[src/hdl/link_pkg.sv]
/*
 * Game link shared definitions: UART timing, message tags,
 * card slot geometry, card codes and the message byte layout
 */
package link_pkg;

    localparam int CLKS_PER_BIT = 16;  // Short bit time for simulation
    localparam int BIT_CNT_W = $clog2(CLKS_PER_BIT);
    localparam logic [BIT_CNT_W-1:0] BIT_LAST = BIT_CNT_W'(CLKS_PER_BIT - 1);
    localparam logic [BIT_CNT_W-1:0] HALF_BIT_LAST = BIT_CNT_W'(CLKS_PER_BIT / 2 - 1);

    // Receiver FSM encodings
    localparam logic [1:0] RX_IDLE = 2'd0;
    localparam logic [1:0] RX_START = 2'd1;
    localparam logic [1:0] RX_DATA = 2'd2;
    localparam logic [1:0] RX_STOP = 2'd3;

    localparam int NUM_SLOTS = 9;
    localparam int SLOT_W = 4;
    localparam int CARD_W = 4;
    localparam int TAG_W = 4;

    localparam logic [TAG_W-1:0] TAG_CTRL = TAG_W'(0);
    localparam logic [TAG_W-1:0] TAG_FIRST_CARD = TAG_W'(1);
    localparam logic [TAG_W-1:0] TAG_LAST_CARD = TAG_W'(9);

    localparam int HAND_W = 7;  // Worst case nine tens is 90
    localparam logic [HAND_W-1:0] BLACKJACK = HAND_W'(21);
    localparam logic [HAND_W-1:0] FACE_SCORE = HAND_W'(10);
    localparam logic [HAND_W-1:0] ACE_BONUS = HAND_W'(10);

    localparam logic [CARD_W-1:0] CARD_EMPTY = CARD_W'(0);
    localparam logic [CARD_W-1:0] CARD_ACE = CARD_W'(1);
    localparam logic [CARD_W-1:0] CARD_TEN = CARD_W'(10);
    localparam logic [CARD_W-1:0] CARD_KING = CARD_W'(13);  // 14 and 15 are invalid

    typedef struct packed {
        logic spare;
        logic start;
        logic deal;
        logic dealer_finished;
        logic [TAG_W-1:0] tag;
    } ctrl_msg_t;

    typedef struct packed {
        logic [CARD_W-1:0] value;
        logic [TAG_W-1:0] tag;
    } card_msg_t;

    typedef union packed {
        logic [7:0] raw;
        ctrl_msg_t ctrl;
        card_msg_t card;
    } msg_byte_t;

endpackage

[src/hdl/card_if.sv]
/*
 * Card slot bus: single-slot write port plus the full slot contents
 */
`timescale 1ns/1ps

interface card_if
    import link_pkg::*;
();

    logic wr_en;
    logic [SLOT_W-1:0] wr_slot;
    logic [CARD_W-1:0] wr_value;
    logic [NUM_SLOTS-1:0][CARD_W-1:0] cards;  // Slot 0 in low nibble

    modport writer (output wr_en, output wr_slot, output wr_value);

    modport tbl (input wr_en, input wr_slot, input wr_value, output cards);

    modport reader (input cards);

endinterface

[src/hdl/uart_rx.sv]
/*
 * UART receiver, 8N1 with midpoint sampling
 * Gives a one-cycle byte strobe and a sticky frame error
 */
`timescale 1ns/1ps

module uart_rx import link_pkg::*; (
    input  logic       clk,
    input  logic       rst,
    input  logic       rx,
    output logic       byte_valid,
    output logic [7:0] byte_data,
    output logic       frame_error
);

    logic rx_meta;
    logic rx_sync;
    logic [1:0] state;
    logic [BIT_CNT_W-1:0] tick_cnt;
    logic [2:0] bit_idx;

    // Two-flop synchronizer, idles high
    always_ff @(posedge clk) begin
        if (rst) begin
            rx_meta <= 1'b1;
            rx_sync <= 1'b1;
        end else begin
            rx_meta <= rx;
            rx_sync <= rx_meta;
        end
    end

    always_ff @(posedge clk) begin
        if (rst) begin
            state <= RX_IDLE;
            tick_cnt <= '0;
            bit_idx <= '0;
            byte_valid <= 1'b0;
            frame_error <= 1'b0;
        end else begin
            byte_valid <= 1'b0;
            case (state)
                RX_IDLE: begin
                    tick_cnt <= '0;
                    if (!rx_sync) begin
                        state <= RX_START;
                    end
                end
                RX_START: begin
                    if (rx_sync) begin
                        state <= RX_IDLE;  // Glitch, not a start bit
                    end else if (tick_cnt == HALF_BIT_LAST) begin
                        tick_cnt <= '0;
                        bit_idx <= '0;
                        state <= RX_DATA;
                    end else begin
                        tick_cnt <= tick_cnt + 1'b1;
                    end
                end
                RX_DATA: begin
                    if (tick_cnt == BIT_LAST) begin
                        tick_cnt <= '0;
                        bit_idx <= bit_idx + 1'b1;
                        if (bit_idx == 3'd7) begin
                            state <= RX_STOP;
                        end
                    end else begin
                        tick_cnt <= tick_cnt + 1'b1;
                    end
                end
                default: begin  // RX_STOP
                    if (tick_cnt == BIT_LAST) begin
                        state <= RX_IDLE;
                        if (rx_sync) begin
                            byte_valid <= 1'b1;
                        end else begin
                            frame_error <= 1'b1;  // Held until reset
                        end
                    end else begin
                        tick_cnt <= tick_cnt + 1'b1;
                    end
                end
            endcase
        end
    end

    // Data shifter, LSB arrives first
    always_ff @(posedge clk) begin
        if (state == RX_DATA && tick_cnt == BIT_LAST) begin
            byte_data <= {rx_sync, byte_data[7:1]};
        end
    end

    a_single_strobe: assert property (
        @(posedge clk) disable iff (rst) byte_valid |=> !byte_valid
    );

endmodule

[src/hdl/msg_decoder.sv]
/*
 * Message decoder: low nibble tag selects control flags or a card slot write
 */
`timescale 1ns/1ps

module msg_decoder import link_pkg::*; (
    input  logic      clk,
    input  logic      rst,
    input  logic      byte_valid,
    input  msg_byte_t byte_data,
    output logic      start,
    output logic      deal,
    output logic      dealer_finished,
    card_if.writer    cw
);

    logic is_ctrl;
    logic is_card;

    assign is_ctrl = (byte_data.ctrl.tag == TAG_CTRL);
    assign is_card = (byte_data.card.tag >= TAG_FIRST_CARD) &&
                     (byte_data.card.tag <= TAG_LAST_CARD);  // Tags 10..15 dropped

    always_ff @(posedge clk) begin
        if (rst) begin
            start <= 1'b0;
            deal <= 1'b0;
            dealer_finished <= 1'b0;
            cw.wr_en <= 1'b0;
        end else begin
            cw.wr_en <= 1'b0;
            if (byte_valid) begin
                if (is_ctrl) begin
                    start <= byte_data.ctrl.start;
                    deal <= byte_data.ctrl.deal;
                    dealer_finished <= byte_data.ctrl.dealer_finished;
                end else if (is_card) begin
                    cw.wr_en <= 1'b1;
                end
            end
        end
    end

    // Write payload, qualified by wr_en downstream
    always_ff @(posedge clk) begin
        if (byte_valid && is_card) begin
            cw.wr_slot <= SLOT_W'(byte_data.card.tag - TAG_FIRST_CARD);
            cw.wr_value <= byte_data.card.value;
        end
    end

    a_slot_in_range: assert property (
        @(posedge clk) disable iff (rst) cw.wr_en |-> (cw.wr_slot < SLOT_W'(NUM_SLOTS))
    );

endmodule

[src/hdl/card_table.sv]
/*
 * Card table: nine card code registers written one slot at a time
 */
`timescale 1ns/1ps

module card_table import link_pkg::*; (
    input logic clk,
    input logic rst,
    card_if.tbl ct
);

    logic [NUM_SLOTS-1:0][CARD_W-1:0] slot_q;

    always_ff @(posedge clk) begin
        if (rst) begin
            slot_q <= '0;  // All slots empty
        end else if (ct.wr_en) begin
            for (int i = 0; i < NUM_SLOTS; i++) begin
                if (ct.wr_slot == SLOT_W'(i)) begin
                    slot_q[i] <= ct.wr_value;
                end
            end
        end
    end

    assign ct.cards = slot_q;

    // Decoder must hand over a defined card code
    a_value_known: assert property (
        @(posedge clk) disable iff (rst) ct.wr_en |-> !$isunknown(ct.wr_value)
    );

endmodule

[src/hdl/hand_scorer.sv]
/*
 * Hand scorer: blackjack total with soft ace and bust flag, registered
 */
`timescale 1ns/1ps

module hand_scorer import link_pkg::*; (
    input  logic              clk,
    input  logic              rst,
    card_if.reader            cr,
    output logic [HAND_W-1:0] hand_total,
    output logic              bust
);

    logic [HAND_W-1:0] hard_sum;
    logic [HAND_W-1:0] soft_sum;
    logic [HAND_W-1:0] total_d;
    logic has_ace;

    function automatic logic [HAND_W-1:0] card_score(input logic [CARD_W-1:0] code);
        logic [HAND_W-1:0] score;
        if (code == CARD_EMPTY) begin
            score = '0;
        end else if (code <= CARD_TEN) begin
            score = HAND_W'(code);  // Ace counts 1 here
        end else if (code <= CARD_KING) begin
            score = FACE_SCORE;
        end else begin
            score = '0;  // Invalid code
        end
        return score;
    endfunction

    always_comb begin
        hard_sum = '0;
        has_ace = 1'b0;
        for (int i = 0; i < NUM_SLOTS; i++) begin
            hard_sum = hard_sum + card_score(cr.cards[i]);
            if (cr.cards[i] == CARD_ACE) begin
                has_ace = 1'b1;
            end
        end
    end

    // At most one ace can go soft without busting
    assign soft_sum = hard_sum + ACE_BONUS;
    assign total_d = (has_ace && soft_sum <= BLACKJACK) ? soft_sum : hard_sum;

    always_ff @(posedge clk) begin
        if (rst) begin
            hand_total <= '0;
            bust <= 1'b0;
        end else begin
            hand_total <= total_d;
            bust <= (hard_sum > BLACKJACK);  // Soft total never busts
        end
    end

    a_bust_matches: assert property (
        @(posedge clk) disable iff (rst) bust == (hand_total > BLACKJACK)
    );

endmodule

[src/hdl/game_link_rx.sv]
/*
 * Game link receive path: UART, message decoder, card table and hand scorer
 */
`timescale 1ns/1ps

module game_link_rx import link_pkg::*; (
    input  logic                        clk,
    input  logic                        rst,
    input  logic                        rx,
    output logic                        start,
    output logic                        deal,
    output logic                        dealer_finished,
    output logic [NUM_SLOTS*CARD_W-1:0] cards,
    output logic [HAND_W-1:0]           hand_total,
    output logic                        bust,
    output logic                        frame_error
);

    logic byte_valid;
    logic [7:0] byte_data;

    card_if cif ();

    uart_rx u_uart_rx (
        .clk         (clk),
        .rst         (rst),
        .rx          (rx),
        .byte_valid  (byte_valid),
        .byte_data   (byte_data),
        .frame_error (frame_error)
    );

    msg_decoder u_msg_decoder (
        .clk             (clk),
        .rst             (rst),
        .byte_valid      (byte_valid),
        .byte_data       (byte_data),
        .start           (start),
        .deal            (deal),
        .dealer_finished (dealer_finished),
        .cw              (cif.writer)
    );

    card_table u_card_table (
        .clk (clk),
        .rst (rst),
        .ct  (cif.tbl)
    );

    hand_scorer u_hand_scorer (
        .clk        (clk),
        .rst        (rst),
        .cr         (cif.reader),
        .hand_total (hand_total),
        .bust       (bust)
    );

    assign cards = cif.cards;  // Slot 0 in bits 3:0

endmodule

[config.mk]
export PLATFORM = sky130hd
export DESIGN_NAME = game_link_rx
export DESIGN_NICKNAME = d
export VERILOG_FILES = /design/src/hdl/link_pkg.sv /design/src/hdl/card_if.sv /design/src/hdl/uart_rx.sv /design/src/hdl/msg_decoder.sv /design/src/hdl/card_table.sv /design/src/hdl/hand_scorer.sv /design/src/hdl/game_link_rx.sv
export SDC_FILE = /design/constraint.sdc
export NUM_CORES = 1
export LEC_CHECK = 0
export BUFFER_PORTS_ARGS = -buffer_cell sky130_fd_sc_hd__buf_2
export CORE_MARGIN = 1
export CORE_UTILIZATION = 46
export DETAILED_ROUTE_END_ITERATION = 8
export HOLD_SLACK_MARGIN = 0.12
export PLACE_DENSITY = 0.75
export SYNTH_ARGS = -nofsm -noshare
export SYNTH_HDL_FRONTEND = slang
export SYNTH_SLANG_ARGS = --single-unit
export TNS_END_PERCENT = 10
[constraint.sdc]
create_clock -name clk -period 6.28 [get_ports clk]
set_clock_uncertainty 0.05 [all_clocks]
set_input_delay 0.314 -clock clk [delete_from_list [all_inputs] [get_ports clk]]
set_output_delay 0.314 -clock clk [all_outputs]
set_load 0.01 [all_outputs]
==> impl_metrics.json <==
{
  "cts_sinks": 77,
  "syn-cell-area_mm2": 0.00441,
  "ys_ff_latch": 77,
  "clock_power_share": 0.424,
  "cts_max_path_buffers": 2,
  "power.leakage_uw": 0.00218,
  "wl_met1_um": 4380,
  "top_layer": "met4",
  "grt_util_all_layers": 0.212,
  "routed_wirelength_um": 9680,
  "outcome": "completed",
  "die_w_um": 100,
  "synth-xor-area-share": 0.0405,
  "slew_headroom": 0.266,
  "totalPowerFinal_uw": 892,
  "hp-class": "reg -> reg",
  "required_ns": 6.47,
  "drtIter0Drc": 118,
  "cp.arrival_ns": 5.40,
  "synth_top_family_by_area": "simple AND/OR/NAND/NOR gates",
  "cts-resized-gates": 0,
  "cts_root_buf": "clkbuf_8",
  "antenna_found_initial": 0,
  "syn-num-nets": 509,
  "synth_cell_types": 51,
  "grt_pass1_wl_um": 16500,
  "async_reset_ff_frac": 0,
  "regToRegSetupSlack_ns": 1.07,
  "ant_nets": 0,
  "syn_inst": 463,
  "layout_commonest_cell": "dfxtp_1",
  "coreArea_mm2": 0.00928,
  "met2RoutedLength_um": 4700,
  "ir_worst_vdd_uv": 127,
  "vias": 3336,
  "cpMaxStageDelayCell": "fa_1",
  "cp_top_family": "adder cells",
  "synthAdderAreaFrac": 0.166,
  "area_delta_synth_final_pct": 12.2,
  "final_cell_count_no_fill": 639,
  "finalCritPeriodShare": 0.830,
  "synth_edf_count": 16,
  "synthFlopType": "dfxtp_1",
  "clk_latency_ns": 0.35,
  "start_kind": "flop",
  "drive_gt1_frac": 0.147,
  "crit_fanout": 7,
  "fillerInstances": 864,
  "syn_avg_cell_area_um2": 9.53,
  "routabilityCongestion": 0.846,
  "synthSimpleGateAreaFrac": 0.192,
  "initial_utilization": 0.475,
  "cts_setup_buffers": 0,
  "dp.cells": 622,
  "grt_max_degree": 61,
  "finalSetupTns_ns": 0,
  "max_freq_mhz": 192,
  "cts_made_buffers": 9,
  "min_period_ns": 5.21,
  "layout_common_cells": "dfxtp_1 (61), nor2_1 (59), buf_2 (50)",
  "htreeDepth": 3,
  "muxShareOfSynthArea": 0.0842,
  "maxCapViolations": 0,
  "finalSetupViolations": 0,
  "drt-pass1-iter-count": 4,
  "power.density_mw_per_mm2": 180,
  "finalHoldViolations": 0,
  "slew_viol_final": 0,
  "grt_overflow": 0,
  "clk_pin_slew_ns": 0.09,
  "worstPathCellList": "nand2_1 -> xor2_1 -> fa_1 -> fa_1 -> inv_1 -> fa_1 -> inv_1 -> fa_1 -> inv_1 -> ha_1 -> inv_1 -> fa_1 -> a21bo_2 -> inv_1 -> a2111o_1 -> xor2_2 -> nor2_4 -> mux2_2",
  "wl_per_cell_um": 15.1,
  "seqPwrFrac": 0.565,
  "vias_per_cell": 5.22,
  "rsz0062_at_grt": "false",
  "port_buffers": 50,
  "die_area_mm2": 0.00999,
  "worst_slew_pin_slew_ns": 1.10,
  "nNetsFinal": 551,
  "sw_frac_of_total": 0.227,
  "synth_compound_area_frac": 0.0802,
  "combPwrFrac": 0.011,
  "cpPeakStageDelay_ns": 0.54,
  "insertedDiodeCount": 0,
  "path_buf_inv": 5,
  "fp-row-count": 35,
  "dr_wl_met3_um": 429,
  "die_h_um": 100,
  "ios": 51,
  "yosysWarnings": 0,
  "cp-end-kind": "flop",
  "ys_seq_area_frac": 0.385,
  "path_class": "reg -> reg",
  "cts_tree": "done",
  "drc": 0,
  "p_switching_uw": 202,
  "internal-power_uw": 690,
  "place_hpwl_um": 7080,
  "grt_pass1_vias": 3386
}
## power groups by stage
stage / registers, uW / clock network [uW] / logic, uW
after CTS: 504 / 380 / 10.1
after detailed placement: 515 / 0 / 9.67
after floorplan: 515 / 0 / 7.92
after global routing: 504 / 400 / 11.4
final: 504 / 378 / 10.1
after global placement: 515 / 0 / 9.48
## registers in the layout, indices dropped and copies added (netlist names), 2 cells and up
name / cells
u_uart_rx.tick_cnt: 4
u_uart_rx.byte_data: 8
u_uart_rx.state: 2
u_card_table.ct.cards: 36
u_uart_rx.bit_idx: 3
u_hand_scorer.hand_total: 7
u_msg_decoder.cw.wr_slot: 4
u_msg_decoder.cw.wr_value: 4
## path summary, 6_finish.rpt
path              depth (start not counted)                      start                          end
hold / removal                            1          u_uart_rx.rx_meta            u_uart_rx.rx_sync
setup reg to reg                         18  u_card_table.ct.cards[23]  u_hand_scorer.hand_total[1]
hold reg to reg                           1          u_uart_rx.rx_meta            u_uart_rx.rx_sync
setup / recovery                         18  u_card_table.ct.cards[23]  u_hand_scorer.hand_total[1]
## area by class of cell
cell class | instances | area (um2) | area share
clock buffer | 11 | 131 | 0.0265
clock inverter | 5 | 61.3 | 0.0124
inverter | 40 | 150 | 0.0303
multi-input combinational | 326 | 2490 | 0.502
sequential | 77 | 1700 | 0.344
tap | 129 | 161 | 0.0326
timing repair buffer | 51 | 260 | 0.0525
## through the flow
step                hold slack [ns]  cell area (um2)   util  setup slack (ns)
CTS                           0.387             4950  0.534              1.08
global route                  0.404             4950  0.534             0.741
global placement              0.352             4750  0.512              1.22
finish                        0.380             4950  0.534              1.07
detailed placement            0.354             4750  0.512              1.11
floorplan                     0.339             4410      -              1.29
## worst reg2reg max path, stage by stage, from the launching register on
cell and delay, ns:
dfxtp_1 0.45, nand2_1 0.10, xor2_1 0.16, fa_1 0.46
fa_1 0.54, inv_1 0.05, fa_1 0.48, inv_1 0.06
fa_1 0.52, inv_1 0.04, ha_1 0.20, inv_1 0.07
fa_1 0.49, a21bo_2 0.26, inv_1 0.07, a2111o_1 0.38
xor2_2 0.20, nor2_4 0.17, mux2_2 0.34
## timing repair
item | 4_1_cts | 5_1_grt
endpoints found under the hold margin | 1 | 0
setup endpoints to repair | 0 | 0
hold buffers | 1 | 0
## metal layers
| metal | vias up | global-route usage |
|---|---|---|
| li1 | 1629 | - |
| met1 | 1613 | 0.274 |
| met2 | 77 | 0.357 |
| met3 | 17 | 0.0474 |
| met4 | 0 | 0.0622 |
| met5 | - | 0 |
## kinds of logic after synthesis
kind of cell | after synthesis
multiplexers | 37
AO/OA/AOI/OAI | 58
flip-flops | 77
adder cells (fa/ha/maj) | 43
XOR/XNOR | 18
buffers and inverters | 60
AND/OR/NAND/NOR | 170
## cells in the mapped netlist, types with 2 or more instances
master / number / share of area
dfxtp_1: 61 / 0.28
nor2_1: 59 / 0.050
nand2_1: 43 / 0.037
inv_1: 40 / 0.034
mux2i_1: 36 / 0.082
fa_1: 26 / 0.12
clkbuf_1: 20 / 0.017
o21ai_0: 20 / 0.023
a21oi_1: 17 / 0.019
ha_1: 17 / 0.048
edfxtp_1: 16 / 0.11
nor2b_1: 10 / 0.014
xor2_1: 10 / 0.020
nor4b_1: 9 / 0.018
and2_1: 8 / 0.011
nand3_1: 8 / 0.0091
nor3_1: 8 / 0.0091
xnor2_1: 6 / 0.012
a31oi_1: 5 / 0.0071
a21boi_0: 3 / 0.0051
nand2b_1: 3 / 0.0043
nand3b_1: 3 / 0.0051
a22oi_1: 2 / 0.0034
a311oi_1: 2 / 0.0040
and3_1: 2 / 0.0028
nor3b_1: 2 / 0.0034
or2_2: 2 / 0.0028
or3_1: 2 / 0.0028
Note: power is estimated with default switching activity, not from simulation.
